### config.mk
export PLATFORM = sky130hd
export DESIGN_NAME = dcache_top
export DESIGN_NICKNAME = d
export VERILOG_FILES = /design/src/logic/dcache_pkg.sv /design/src/logic/dcache_if.sv /design/src/logic/dcache_ways.sv /design/src/logic/dcache_link.sv /design/src/logic/dcache_ctrl.sv /design/src/logic/dcache_top.sv
export VERILOG_INCLUDE_DIRS = /design/src /design/src/logic
export SDC_FILE = /design/constraint.sdc
export NUM_CORES = 2
export LEC_CHECK = 0
export BUFFER_PORTS_ARGS = -buffer_cell sky130_fd_sc_hd__clkbuf_2
export CAP_MARGIN = 5
export CELL_PAD_IN_SITES_DETAIL_PLACEMENT = 1
export CELL_PAD_IN_SITES_GLOBAL_PLACEMENT = 1
export CORE_ASPECT_RATIO = 0.7
export CORE_MARGIN = 2
export CORE_UTILIZATION = 43
export DETAILED_ROUTE_END_ITERATION = 12
export MAX_ROUTING_LAYER = met4
export PLACE_DENSITY = 0.63
export SYNTH_ARGS = -nofsm -noshare
export SYNTH_HDL_FRONTEND = slang
export SYNTH_SLANG_ARGS = --single-unit
### constraint.sdc
create_clock -name CLK -period 12.5 [get_ports CLK]
set_clock_uncertainty 0.15 [all_clocks]
set_input_delay 0.625 -clock CLK [delete_from_list [all_inputs] [get_ports CLK]]
set_output_delay 0.625 -clock CLK [all_outputs]
set_load 0.01 [all_outputs]
### src/logic/dcache_params.svh
// geometry is fixed at two ways of two-word blocks; the widths must add up to a 32-bit address
`ifndef DCACHE_PARAMS_SVH
`define DCACHE_PARAMS_SVH

`define DCACHE_SETS 8
`define DCACHE_WORD_W 32

`define DCACHE_TAG_W 26
`define DCACHE_IDX_W 3
`define DCACHE_BLK_W 1

`endif

### src/logic/dcache_pkg.sv
// types assume word-aligned accesses; the byte offset is carried but never used for selection
`include "dcache_params.svh"

package dcache_pkg;

	typedef logic [`DCACHE_WORD_W-1:0] word_t;

	typedef struct packed {
		logic [`DCACHE_TAG_W-1:0] tag;
		logic [`DCACHE_IDX_W-1:0] idx;
		logic [`DCACHE_BLK_W-1:0] blkoff;
		logic [1:0] bytoff;
	} daddr_t;

	typedef struct packed {
		logic valid;
		logic dirty;
		logic [`DCACHE_TAG_W-1:0] tag;
		word_t word0;
		word_t word1;
	} dframe_t;

	typedef logic way_t;

	typedef enum logic [3:0] {
		IDLE, WEN_SNOOP, SNOOP, CC_WB0, CC_WB1, LD_SNOOP, LD0, LD1,
		WB0, WB1, CLEAN, FLUSH0, FLUSH1, HALTED
	} dstate_t;

endpackage

### src/logic/dcache_if.sv
// all returned values are combinational; writes land on the next clock edge
`timescale 1ns/1ps
`include "dcache_params.svh"

interface frame_port_if;
	dcache_pkg::daddr_t req_addr;
	dcache_pkg::daddr_t snoop_addr;
	logic [`DCACHE_IDX_W:0] frame_sel;  // {way, set}
	logic wr_en;
	dcache_pkg::dframe_t wr_frame;
	logic touch_en;
	dcache_pkg::way_t touch_way;  // way just used
	logic req_hit;
	dcache_pkg::way_t req_way;
	logic snoop_hit;
	dcache_pkg::way_t snoop_way;
	dcache_pkg::way_t victim_way;
	dcache_pkg::dframe_t rd_frame;
	dcache_pkg::dframe_t req_frame;

	modport master (
		output req_addr, snoop_addr, frame_sel, wr_en, wr_frame, touch_en, touch_way,
		input req_hit, req_way, snoop_hit, snoop_way, victim_way, rd_frame, req_frame
	);

	modport slave (
		input req_addr, snoop_addr, frame_sel, wr_en, wr_frame, touch_en, touch_way,
		output req_hit, req_way, snoop_hit, snoop_way, victim_way, rd_frame, req_frame
	);
endinterface

interface link_port_if;
	logic ll_set;
	logic kill;
	dcache_pkg::word_t kill_addr;
	dcache_pkg::word_t check_addr;
	logic sc_ok;

	modport master (output ll_set, kill, kill_addr, check_addr, input sc_ok);
	modport slave (input ll_set, kill, kill_addr, check_addr, output sc_ok);
endinterface

### src/logic/dcache_ways.sv
// a tag may match in at most one way of a set; tag and data arrays come up undefined
`timescale 1ns/1ps
`include "dcache_params.svh"

module dcache_ways (
	input logic CLK,
	input logic nRST,
	frame_port_if.slave fp
);
	logic [1:0][`DCACHE_SETS-1:0] valid_q;
	logic [1:0][`DCACHE_SETS-1:0] dirty_q;
	logic [`DCACHE_SETS-1:0] lru_q;  // victim way per set
	logic [`DCACHE_TAG_W-1:0] tag_q [2][`DCACHE_SETS];
	dcache_pkg::word_t word0_q [2][`DCACHE_SETS];
	dcache_pkg::word_t word1_q [2][`DCACHE_SETS];
	dcache_pkg::dframe_t frame [2][`DCACHE_SETS];

	logic [1:0] req_match;
	logic [1:0] snoop_match;
	dcache_pkg::way_t sel_way;
	logic [`DCACHE_IDX_W-1:0] sel_idx;

	assign sel_way = fp.frame_sel[`DCACHE_IDX_W];
	assign sel_idx = fp.frame_sel[`DCACHE_IDX_W-1:0];

	always_comb
	begin
		for (int w = 0; w < 2; w++)
		begin
			for (int s = 0; s < `DCACHE_SETS; s++)
			begin
				frame[w][s].valid = valid_q[w][s];
				frame[w][s].dirty = dirty_q[w][s];
				frame[w][s].tag = tag_q[w][s];
				frame[w][s].word0 = word0_q[w][s];
				frame[w][s].word1 = word1_q[w][s];
			end
		end
	end

	// request and snoop lookups run side by side
	always_comb
	begin
		for (int w = 0; w < 2; w++)
		begin
			req_match[w] = frame[w][fp.req_addr.idx].valid
				&& (frame[w][fp.req_addr.idx].tag == fp.req_addr.tag);
			snoop_match[w] = frame[w][fp.snoop_addr.idx].valid
				&& (frame[w][fp.snoop_addr.idx].tag == fp.snoop_addr.tag);
		end
	end

	assign fp.req_hit = |req_match;
	assign fp.req_way = req_match[1];
	assign fp.snoop_hit = |snoop_match;
	assign fp.snoop_way = snoop_match[1];
	assign fp.victim_way = lru_q[fp.req_addr.idx];
	assign fp.rd_frame = frame[sel_way][sel_idx];
	assign fp.req_frame = frame[fp.req_way][fp.req_addr.idx];

	always_ff @(posedge CLK, negedge nRST)
	begin
		if (!nRST)
		begin
			valid_q <= '0;
			dirty_q <= '0;
			lru_q <= '0;
		end
		else
		begin
			if (fp.wr_en)
			begin
				valid_q[sel_way][sel_idx] <= fp.wr_frame.valid;
				dirty_q[sel_way][sel_idx] <= fp.wr_frame.dirty;
			end
			if (fp.touch_en)
				lru_q[sel_idx] <= ~fp.touch_way;  // other way goes next
		end
	end

	always_ff @(posedge CLK)
	begin
		if (fp.wr_en)
		begin
			tag_q[sel_way][sel_idx] <= fp.wr_frame.tag;
			word0_q[sel_way][sel_idx] <= fp.wr_frame.word0;
			word1_q[sel_way][sel_idx] <= fp.wr_frame.word1;
		end
	end

endmodule

### src/logic/dcache_link.sv
// links on the exact word address; a store to the other word of the block keeps the link
`timescale 1ns/1ps

module dcache_link (
	input logic CLK,
	input logic nRST,
	link_port_if.slave lp
);
	dcache_pkg::word_t link_addr_q;
	logic link_valid_q;

	always_ff @(posedge CLK, negedge nRST)
	begin
		if (!nRST)
			link_valid_q <= 1'b0;
		else if (lp.ll_set)
			link_valid_q <= 1'b1;
		else if (lp.kill && (lp.kill_addr == link_addr_q))
			link_valid_q <= 1'b0;
	end

	always_ff @(posedge CLK)
	begin
		if (lp.ll_set)
			link_addr_q <= lp.check_addr;
	end

	assign lp.sc_ok = link_valid_q && (lp.check_addr == link_addr_q);

endmodule

### src/logic/dcache_ctrl.sv
// expects the processor and the bus to hold address and snoop address until each step completes
`timescale 1ns/1ps
`include "dcache_params.svh"

module dcache_ctrl (
	input logic CLK,
	input logic nRST,
	frame_port_if.master fp,
	link_port_if.master lp,
	input logic dmemren_i,
	input logic dmemwen_i,
	input logic datomic_i,
	input logic halt_i,
	input dcache_pkg::word_t dmemaddr_i,
	input dcache_pkg::word_t dmemstore_i,
	output logic dhit_o,
	output logic flushed_o,
	output dcache_pkg::word_t dmemload_o,
	output logic dren_o,
	output logic dwen_o,
	output logic cctrans_o,
	output logic ccwrite_o,
	output dcache_pkg::word_t daddr_o,
	output dcache_pkg::word_t dstore_o,
	input dcache_pkg::word_t dload_i,
	input logic dwait_i,
	input logic ccwait_i,
	input logic ccinv_i,
	input dcache_pkg::word_t ccsnoopaddr_i
);
	dcache_pkg::dstate_t state_q, state_d;
	logic [`DCACHE_IDX_W+1:0] flush_q, flush_d;  // {done, set, way}
	dcache_pkg::word_t ld_word_q;
	dcache_pkg::daddr_t req_a;
	dcache_pkg::daddr_t snp_a;
	dcache_pkg::dframe_t rd;
	dcache_pkg::dframe_t upd;
	logic ll, sc, sc_fail;
	logic [`DCACHE_IDX_W:0] req_sel;
	logic [`DCACHE_IDX_W:0] snp_sel;
	logic [`DCACHE_IDX_W:0] fl_sel;

	function automatic dcache_pkg::word_t blk_addr(
		input logic [`DCACHE_TAG_W-1:0] tag,
		input logic [`DCACHE_IDX_W-1:0] idx,
		input logic [`DCACHE_BLK_W-1:0] blk
	);
		dcache_pkg::daddr_t a;
		a.tag = tag;
		a.idx = idx;
		a.blkoff = blk;
		a.bytoff = '0;
		return a;
	endfunction

	assign req_a = dmemaddr_i;
	assign snp_a = ccsnoopaddr_i;
	assign rd = fp.rd_frame;
	assign ll = datomic_i & dmemren_i;
	assign sc = datomic_i & dmemwen_i;
	assign sc_fail = sc & ~lp.sc_ok;
	assign req_sel = {(fp.req_hit ? fp.req_way : fp.victim_way), req_a.idx};  // hit or victim
	assign snp_sel = {fp.snoop_way, snp_a.idx};
	assign fl_sel = {flush_q[0], flush_q[`DCACHE_IDX_W:1]};

	assign fp.req_addr = req_a;
	assign fp.snoop_addr = snp_a;
	assign fp.touch_way = fp.req_way;
	assign lp.check_addr = dmemaddr_i;
	assign lp.kill_addr = (state_q == dcache_pkg::SNOOP) ? ccsnoopaddr_i : dmemaddr_i;
	assign flushed_o = (state_q == dcache_pkg::HALTED);
	assign dmemload_o = sc ? dcache_pkg::word_t'(lp.sc_ok)
		: (req_a.blkoff ? fp.req_frame.word1 : fp.req_frame.word0);

	// store data merged into the selected frame
	always_comb
	begin
		upd = rd;
		upd.dirty = 1'b1;
		if (req_a.blkoff)
			upd.word1 = dmemstore_i;
		else
			upd.word0 = dmemstore_i;
	end

	always_comb
	begin
		state_d = state_q;
		flush_d = flush_q;
		fp.frame_sel = req_sel;
		fp.wr_en = 1'b0;
		fp.wr_frame = rd;
		fp.touch_en = 1'b0;
		lp.ll_set = 1'b0;
		lp.kill = 1'b0;
		dhit_o = 1'b0;
		dren_o = 1'b0;
		dwen_o = 1'b0;
		cctrans_o = 1'b0;
		ccwrite_o = 1'b0;
		daddr_o = '0;
		dstore_o = '0;
		case (state_q)
			dcache_pkg::IDLE:
			begin
				if (ccwait_i)
					state_d = dcache_pkg::SNOOP;  // snoops first
				else if (halt_i)
				begin
					state_d = dcache_pkg::CLEAN;
					flush_d = '0;
				end
				else if (dmemren_i | dmemwen_i)
				begin
					if (sc_fail)
						dhit_o = 1'b1;  // no write, returns 0
					else if (!fp.req_hit)
						state_d = rd.dirty ? dcache_pkg::WB0 : dcache_pkg::LD_SNOOP;
					else if (dmemren_i | rd.dirty)
					begin
						dhit_o = 1'b1;
						fp.touch_en = 1'b1;
						lp.ll_set = ll;
						fp.wr_en = dmemwen_i;
						fp.wr_frame = upd;
					end
					else
						state_d = dcache_pkg::WEN_SNOOP;  // clean block needs ownership
				end
			end
			dcache_pkg::WEN_SNOOP:
			begin
				cctrans_o = 1'b1;
				ccwrite_o = 1'b1;
				daddr_o = dmemaddr_i;
				if (ccwait_i & ccinv_i)
				begin
					state_d = dcache_pkg::IDLE;
					dhit_o = fp.req_hit;
					fp.touch_en = fp.req_hit;
					fp.wr_en = fp.req_hit;
					fp.wr_frame = upd;
				end
				else if (ccwait_i)
					state_d = dcache_pkg::SNOOP;
			end
			dcache_pkg::SNOOP:
			begin
				fp.frame_sel = snp_sel;
				cctrans_o = 1'b1;
				state_d = dcache_pkg::IDLE;
				lp.kill = ccinv_i | (fp.snoop_hit & rd.dirty);
				if (fp.snoop_hit)
				begin
					ccwrite_o = rd.dirty;  // we supply the block
					if (rd.dirty)
						state_d = dcache_pkg::CC_WB0;
					else if (ccinv_i)
					begin
						fp.wr_en = 1'b1;
						fp.wr_frame.valid = 1'b0;
					end
				end
			end
			dcache_pkg::CC_WB0:
			begin
				fp.frame_sel = snp_sel;
				dwen_o = 1'b1;
				daddr_o = blk_addr(rd.tag, snp_a.idx, 1'b0);
				dstore_o = rd.word0;
				if (!dwait_i)
					state_d = dcache_pkg::CC_WB1;
			end
			dcache_pkg::CC_WB1:
			begin
				fp.frame_sel = snp_sel;
				dwen_o = 1'b1;
				daddr_o = blk_addr(rd.tag, snp_a.idx, 1'b1);
				dstore_o = rd.word1;
				if (!dwait_i)
				begin
					state_d = dcache_pkg::IDLE;
					fp.wr_en = 1'b1;
					fp.wr_frame.valid = 1'b0;
					fp.wr_frame.dirty = 1'b0;
				end
			end
			dcache_pkg::WB0:
			begin
				dwen_o = 1'b1;
				daddr_o = blk_addr(rd.tag, req_a.idx, 1'b0);
				dstore_o = rd.word0;
				if (!dwait_i)
					state_d = dcache_pkg::WB1;
			end
			dcache_pkg::WB1:
			begin
				dwen_o = 1'b1;
				daddr_o = blk_addr(rd.tag, req_a.idx, 1'b1);
				dstore_o = rd.word1;
				if (!dwait_i)
				begin
					state_d = dcache_pkg::LD_SNOOP;
					fp.wr_en = 1'b1;
					fp.wr_frame.valid = 1'b0;
					fp.wr_frame.dirty = 1'b0;
				end
			end
			dcache_pkg::LD_SNOOP:
			begin
				cctrans_o = 1'b1;
				if (ccwait_i)
					state_d = ccinv_i ? dcache_pkg::LD0 : dcache_pkg::SNOOP;
			end
			dcache_pkg::LD0:
			begin
				dren_o = 1'b1;
				daddr_o = blk_addr(req_a.tag, req_a.idx, 1'b0);
				if (!dwait_i)
					state_d = dcache_pkg::LD1;
			end
			dcache_pkg::LD1:
			begin
				dren_o = 1'b1;
				daddr_o = blk_addr(req_a.tag, req_a.idx, 1'b1);
				if (!dwait_i)
				begin
					state_d = dcache_pkg::IDLE;  // request hits there
					fp.wr_en = 1'b1;
					fp.wr_frame = '{valid: 1'b1, dirty: 1'b0, tag: req_a.tag,
						word0: ld_word_q, word1: dload_i};
				end
			end
			dcache_pkg::CLEAN:
			begin
				fp.frame_sel = fl_sel;
				if (flush_q[`DCACHE_IDX_W+1])
					state_d = dcache_pkg::HALTED;
				else if (rd.dirty)
					state_d = dcache_pkg::FLUSH0;
				else
					flush_d = flush_q + 1'b1;
			end
			dcache_pkg::FLUSH0:
			begin
				fp.frame_sel = fl_sel;
				dwen_o = 1'b1;
				daddr_o = blk_addr(rd.tag, flush_q[`DCACHE_IDX_W:1], 1'b0);
				dstore_o = rd.word0;
				if (!dwait_i)
					state_d = dcache_pkg::FLUSH1;
			end
			dcache_pkg::FLUSH1:
			begin
				fp.frame_sel = fl_sel;
				dwen_o = 1'b1;
				daddr_o = blk_addr(rd.tag, flush_q[`DCACHE_IDX_W:1], 1'b1);
				dstore_o = rd.word1;
				if (!dwait_i)
				begin
					state_d = dcache_pkg::CLEAN;
					flush_d = flush_q + 1'b1;
					fp.wr_en = 1'b1;
					fp.wr_frame.dirty = 1'b0;
				end
			end
			dcache_pkg::HALTED:
			begin
				// everything is clean now, snoops only invalidate
				fp.frame_sel = snp_sel;
				cctrans_o = ccwait_i;
				if (ccwait_i & ccinv_i & fp.snoop_hit)
				begin
					fp.wr_en = 1'b1;
					fp.wr_frame.valid = 1'b0;
				end
			end
			default: state_d = dcache_pkg::IDLE;
		endcase
		if (dhit_o && dmemwen_i)
			lp.kill = 1'b1;
	end

	always_ff @(posedge CLK, negedge nRST)
	begin
		if (!nRST)
		begin
			state_q <= dcache_pkg::IDLE;
			flush_q <= '0;
		end
		else
		begin
			state_q <= state_d;
			flush_q <= flush_d;
		end
	end

	always_ff @(posedge CLK)
	begin
		if ((state_q == dcache_pkg::LD0) && !dwait_i)
			ld_word_q <= dload_i;  // first refill word
	end

endmodule

### src/logic/dcache_top.sv
// one core's data cache; the arbiter, memory and the other cache sit outside
`timescale 1ns/1ps

module dcache_top (
	input logic CLK,
	input logic nRST,
	input logic dmemren_i,
	input logic dmemwen_i,
	input logic datomic_i,
	input logic halt_i,
	input dcache_pkg::word_t dmemaddr_i,
	input dcache_pkg::word_t dmemstore_i,
	output logic dhit_o,
	output dcache_pkg::word_t dmemload_o,
	output logic flushed_o,
	output logic dren_o,
	output logic dwen_o,
	output dcache_pkg::word_t daddr_o,
	output dcache_pkg::word_t dstore_o,
	input dcache_pkg::word_t dload_i,
	input logic dwait_i,
	output logic cctrans_o,
	output logic ccwrite_o,
	input logic ccwait_i,
	input logic ccinv_i,
	input dcache_pkg::word_t ccsnoopaddr_i
);
	frame_port_if fp ();
	link_port_if lp ();

	dcache_ctrl i_ctrl (
		.fp (fp),
		.lp (lp),
		.*
	);

	dcache_ways i_ways (
		.CLK (CLK),
		.nRST (nRST),
		.fp (fp)
	);

	dcache_link i_link (
		.CLK (CLK),
		.nRST (nRST),
		.lp (lp)
	);

endmodule

## Word level (Yosys, flattened, before mapping)

Memory sizes are Yosys's and may differ from the RTL's.
Cells that the tools add are included.

| storage, ports and cells | value |
|---|---|
| bits in registers | 114 |
| RAM bits | 1440 |
| input port bits | 137 |
| output and inout port bits | 102 |
| word-level logic and storage cells | 245 |
| memories | 3 |

Memories:

| memory | depth | width | read ports | clocked after Yosys merged registers in | wr ports | line | source |
|---|---|---|---|---|---|---|---|
| i_ways.word0_q | 2 | 256 | 2 | 0 | 1 | dcache_ways.sv:14 | `` dcache_pkg::word_t word0_q [2][`DCACHE_SETS]; `` |
| i_ways.word1_q | 2 | 256 | 2 | 0 | 1 | dcache_ways.sv:15 | `` dcache_pkg::word_t word1_q [2][`DCACHE_SETS]; `` |
| i_ways.tag_q | 2 | 208 | 2 | 0 | 1 | dcache_ways.sv:13 | `` logic [`DCACHE_TAG_W-1:0] tag_q [2][`DCACHE_SETS]; `` |

| operators by class | value |
|---|---|
| add/sub/neg operators | 1 |
| $lt $le $gt $ge | 11 |
| equal/unequal tests | 36 |
| muxes and demuxes | 136 |
| bitwise logic cells | 17 |
| reduce and logical (&&, ||, !) cells | 30 |

Operators with widths:

| operator | number |
|---|---|
| $mux 736 | 6 |
| $bmux 92 s3 | 6 |
| $mux 92 | 11 |
| $mux 91 | 7 |
| $pmux 32 s9 | 1 |
| $pmux 90 s3 | 1 |
| $mux 256 | 1 |
| $mux 208 | 1 |
| $mux 32 | 6 |
| $mux 64 | 2 |
| $eq 26x26->1 | 4 |
| $demux 32 s3 | 1 |
| $mux 4 | 20 |
| $demux 26 s3 | 1 |
| $eq 32x32->1 | 2 |
| $pmux 32 s2 | 1 |
| $pmux 4 s13 | 1 |
| $mux 1 | 45 |
| $bwmux 16 | 2 |
| $mux 26 | 1 |
| $mux 5 | 5 |
| $eq 4x4->1 const B | 6 |
| $ne 2x2->1 const B | 12 |
| $eq 4x3->1 const B | 4 |
| other kinds (44) | 84 |

## Longest topological paths before layout

| depth | value |
|---|---|
| depth in word-level cells | 29 |
| mapped depth | 20 |

## Cells and area by module

Synthesis repeated with hierarchy kept, for this count alone.

| second synthesis, totals | value |
|---|---|
| cells, all modules | 6124 |
| area, all modules | 84711.2 µm² |

By module, submodules not included:

| module | times used | cells each | area each (µm²) |
|---|---|---|---|
| dcache_ways | 1 | 5238 | 77040.1 |
| dcache_ctrl | 1 | 766 | 5972.0 |
| dcache_link | 1 | 120 | 1699.1 |

## Least setup slack after synthesis

Ideal clock, no wire load.

| timing | value |
|---|---|
| path type | input to register |
| start point | input port dmemaddr_i[4] |
| end point | register i_ways.dirty_q[12] (netlist name) |
| setup time | 0.097 ns |
| arrival | 10.989 ns |
| setup slack | 1.264 ns |
| cell stages on the path | 14 |
| buffers on the path | 6 |
| path through | buf_2 -> buf_2 -> buf_1 -> mux2i_1 -> xor2_1 -> o221ai_1 -> or4_1 -> or4_1 -> a22o_1 -> buf_2 -> buf_2 -> buf_4 -> nor3_1 -> mux2_2 |

| on the way | value |
|---|---|
| cells in the longest elaborated chain, start to end | 25 |
| elaborated cells between the ends (all ways) | 61 |
| those cells by class | order compare (4); eq/ne (3); mux (42); bitwise (6); reduce/logical (6) |

Ends and longest elaborated chain:

| what | line | source |
|---|---|---|
| start, declared | dcache_top.sv:11 | `input dcache_pkg::word_t dmemaddr_i,` |
| $not 3->4 (not written as such) | dcache_ways.sv:46, dcache_ways.sv:47 |  |
| $bmux 92 s3 | dcache_ways.sv:46, dcache_ways.sv:47 |  |
| $mux 92, on equally long branches (2 in series) | dcache_ways.sv:46, dcache_ways.sv:47 |  |
| $eq 26x26->1 | dcache_ways.sv:47 | `&& (frame[w][fp.req_addr.idx].tag == fp.req_addr.tag);` |
| $logic_and 1x1->1 | dcache_ways.sv:47 |  |
| $reduce_or 2->1 | dcache_ways.sv:53 | `assign fp.req_hit = \|req_match;` |
| $mux 1 | dcache_ctrl.sv:62 | `assign req_sel = {(fp.req_hit ? fp.req_way : fp.victim_way), req_a.idx};` |
| $pmux 4 s2 | dcache_ctrl.sv:103 | `case (state_q)` |
| (+8 left out) | -- |  |
| $mux 91 | dcache_ctrl.sv:119 | `else if (dmemren_i \| rd.dirty)` |
| $mux 91 | dcache_ctrl.sv:117 | `else if (!fp.req_hit)` |
| $mux 91 | dcache_ctrl.sv:115 | `if (sc_fail)` |
| $mux 91 | dcache_ctrl.sv:113 | `else if (dmemren_i \| dmemwen_i)` |
| $mux 91 | dcache_ctrl.sv:108 | `else if (halt_i)` |
| $mux 91 | dcache_ctrl.sv:106 | `if (ccwait_i)` |
| $pmux 1 s5 | dcache_ctrl.sv:103 |  |
| $bwmux 16 | dcache_ways.sv:74 | `dirty_q[sel_way][sel_idx] <= fp.wr_frame.dirty;` |
| end signal, assigned by index | dcache_ways.sv:74 |  |
| end, declared | dcache_ways.sv:11 | `` logic [1:0][`DCACHE_SETS-1:0] dirty_q; `` |

Parallel ways exist; a longest one is shown, timed or not. The select of a mux whose other input is x is not followed.
A chain may end at the register's enable or synchronous reset.

## Worst setup path after layout

| timing | value |
|---|---|
| start point | input port dmemaddr_i[3] |
| end point | output port dstore_o[18] |

| on the way | value |
|---|---|
| cells in the longest elaborated chain, start to end | 17 |
| elaborated cells between the ends (all ways) | 25 |
| those cells by class | eq/ne (2); mux (17); bitwise (3); reduce/logical (3) |

Ends and longest elaborated chain:

| what | line | source |
|---|---|---|
| $not 3->4 (not written as such) | dcache_ways.sv:46, dcache_ways.sv:47 |  |
| $bmux 92 s3 | dcache_ways.sv:46, dcache_ways.sv:47 |  |
| $mux 92, on equally long branches (2 in series) | dcache_ways.sv:46, dcache_ways.sv:47 |  |
| $eq 26x26->1 | dcache_ways.sv:47 |  |
| $logic_and 1x1->1 | dcache_ways.sv:47 |  |
| $reduce_or 2->1 | dcache_ways.sv:53 |  |
| $mux 1 | dcache_ctrl.sv:62 |  |
| $pmux 4 s2 * | dcache_ctrl.sv:103 |  |
| $not 1->2 (not written as such) | dcache_ways.sv:58 | `assign fp.rd_frame = frame[sel_way][sel_idx];` |
| $mux 736 (not written as such) (3 in series) | dcache_ways.sv:58 |  |
| $bmux 92 s3 * | dcache_ways.sv:58 |  |
| $mux 92 (not written as such) * (2 in series) | dcache_ways.sv:58 |  |
| $pmux 32 s2 * | dcache_ctrl.sv:103 |  |
| end, declared | dcache_top.sv:19 | `output dcache_pkg::word_t dstore_o,` |

Mark *: on every way between the ends. The rest lies on a longest branch, timed or not. The select of a mux whose other input is x is not followed.

==> metrics.yaml <==
sta:
  fin_crit_sh: 0.6998
  worstMarginPinSlew_ps: 1516
  setup_tns_ps: 0
  hold_viol: 0
  rsz0062_at_grt: "no"
  fmaxAchievable_mhz: 114.3
  slew_headroom: -0.01047
  setup_viol: 0
  post-route-min-period_ps: 8748
  finalMaxSlewViolations: 11
floorplanning:
  die-width_um: 515.7
  start_util: 0.4328
  io_pins: 239
  num_rows: 131
  core_um2: 182100
  die_height_um: 362.2
  dieArea_um2: 186800
grt:
  antenna_found_initial: 26
  grt-ovfl-total: 0
  grt_start_max_net_pins: 130
  grt_pass1_vias: 57670
  grtUsageTotal: 0.3790
  grt_pass1_wl_mm: 481.0
drt:
  drtAntennaViolNets: 0
  drc: 0
  wl_per_cell_um: 41.99
  vias: 59930
  drt_iter0_drc: 9810
  vias_per_cell: 7.239
  routed_wl_mm: 347.6
  first_pass_iters: 6
logic_synthesis:
  synth-seq-cells: 1554
  ys_types: 91
  ys_warn_count: 0
  syn_nets: 5639
  synth_area_um2: 78810
  syn_avg_cell_area_um2: 14.33
  ys_seq_area_frac: 0.5889
  synth_edf_count: 1504
  synth-main-ff-cell: "edfxtp_1"
  async_flop_share: 0.03218
  synth_cells: 5501
layout:
  layout_commonest_cell: "edfxtp_1"
  final_cell_mix: "edfxtp_1 (1504), nand2_1 (536), mux4_2 (464)"
  n_fill_cell: 17830
  nets: 5809
  synthToLayoutAreaGrowth_pct: 12.61
  drive_above_1_share: 0.2173
clock_tree:
  cts_root_buf: "clkbuf_16"
  cts_inserted_buffers: 158
  htree_levels: 4
  clk_path_buf_depth: 3
  tritoncts: "built"
  clk_latency_ps: 830
  cts.reportedPaths.clkPinSlew_ps: 60
  cts_repair_resize_count: 0
  cts.sinks: 1554
  post_cts.repair.setup_buffers: 0
status:
  violations: "slew limit"
  status: "complete, but fails checks"
flow_run:
  cap_viol_max_count: 0
worst_setup_path:
  rrSetupSlack_ps: 4680
  worst_ep_arrival_time_ps: 7970
  crit_type: "in2out"
  cp.required_ps: 11730
  reg2reg_depth: 14
  startpoint_type: "input pin"
  crit_path_end_kind: "output pin"
  critPathMaxFanout: 58
pwr:
  power.density_nw_per_um2: 271.3
  ir_drop_uv: 279.1
  power_uw: 24070
  power.static_leakage_uw: 0.02997
worst_hold_path:
  min_path_type: "in2reg"
  min_path_cells: 1
place:
  io_buffer_count: 238
  dp_hpwl_mm: 208.5
  gp_congestion: 1.008
## sequential cells by signal (all words and copies together) (netlist names)
register,count
i_ways.word0_q,512
i_ways.word1_q,512
i_ways.tag_q,416
i_ctrl.ld_word_q,32
i_link.link_addr_q,32
i_ways.dirty_q,16
i_ways.frame,16
i_ways.lru_q,8
i_ctrl.flush_q,5
i_ctrl.state_q,4
i_link.link_valid_q,1
## synth_stat cells (40+ instances only)
| master | number | area (µm²) |
|---|---|---|
| mux2i_1 | 371 | 3714 |
| nand4_1 | 41 | 256.5 |
| buf_1 | 69 | 259.0 |
| xnor2_1 | 67 | 586.8 |
| buf_2 | 65 | 325.3 |
| mux4_2 | 464 | 10450 |
| a22oi_1 | 102 | 765.7 |
| o21ai_0 | 179 | 895.9 |
| a22o_1 | 101 | 884.6 |
| a21oi_1 | 146 | 730.7 |
| clkbuf_1 | 278 | 1044 |
| xor2_1 | 59 | 516.8 |
| a221o_1 | 50 | 500.5 |
| nand2_1 | 546 | 2049 |
| nor2_1 | 287 | 1077 |
| dfrtp_1 | 50 | 1251 |
| nand3_1 | 85 | 425.4 |
| a31oi_1 | 68 | 425.4 |
| edfxtp_1 | 1504 | 45160 |
| o211ai_1 | 40 | 300.3 |
| o221ai_1 | 53 | 464.2 |
| o22ai_1 | 233 | 1458 |
| and3_1 | 43 | 269.0 |
| nor3_1 | 55 | 275.3 |
## cell type report
cell class                 instances  area, µm²  share of cell area
antenna                           20      50.05           0.0005639
timing repair buffer             463       3211             0.03617
clock buffer                     193       4189             0.04720
multi-input combinational       3479      30740              0.3464
clock inverter                    95       1005             0.01132
sequential                      1554      46410              0.5230
inverter                          15      61.31           0.0006908
tap                             2460       3078             0.03468
## kinds of logic (layout without fill, tap and decap cells)
logic type | after synthesis | count (layout) | share of synthesized area
other cells | 0 | 20 | 0
simple gates | 1188 | 1188 | 0.06803
flops | 1554 | 1554 | 0.5889
fa+ha+maj | 1 | 1 | 0.0001587
mux | 887 | 887 | 0.1871
compound gates | 1277 | 1277 | 0.1151
buf+inv | 468 | 766 | 0.02667
xor+xnor | 126 | 126 | 0.01400
## routing by layer
metal | wire [µm] | track usage
met1 | 142200 | 0.5492
met2 | 145800 | 0.5098
met3 | 48050 | 0.1108
met4 | 11570 | 0.1170
met5 | 0 | -
## path summary, 6_finish.rpt
| path | from | to |
|---|---|---|
| min | dmemaddr_i[20] | i_link.link_addr_q[20] |
| max in group asynchronous | nRST | i_ways.frame[1195] |
| min reg2reg | i_ways.dirty_q[5] | i_ways.dirty_q[5] |
| max reg2reg | i_ctrl.state_q[1] | i_ways.word0_q[1][82] |
| max | dmemaddr_i[3] | dstore_o[18] |
| min in group asynchronous | nRST | i_ctrl.flush_q[0] |
## where the power goes
group	switching, µW	internal, µW	total [µW]	leakage, µW
logic	8030	2660	10700	0.0132
registers	139	8320	8450	0.0142
clock network	2180	2750	4930	0.00254
## metrics by stage
step | cells | cell area (µm²) | setup WS (ps) | hold WS [ps] | util
after floorplan | 5501 | 78810 | 1264 | 179.4 | -
after global placement | 7930 | 83090 | 3722 | 315.3 | 0.4563
after detailed placement | 7931 | 83100 | 3928 | 324.3 | 0.4563
after CTS | 8257 | 88680 | 3986 | 4.840 | 0.4870
after global routing | 8274 | 88740 | 3621 | 38.43 | 0.4873
final | 8279 | 88750 | 3752 | 65.35 | 0.4874
## critical path: stages
cell and delay, ps:
buf_8 520, buf_4 760, mux4_2 600, mux2i_1 350
xor2_1 650, nand2_1 150, nand4b_1 290, o32ai_2 470
a22o_4 510, buf_4 620, buf_4 550, nor2_1 390
a222oi_1 540, o211ai_1 140, o21ai_0 390, clkbuf_2 280
## repair_timing
| item | in CTS | in global routing |
|---|---|---|
| endpoints found under the setup margin | 0 | 0 |
| endpoints found under the hold margin | 87 | 0 |
| hold buffers | 38 | 0 |
Power figures use the tool's default switching activity.
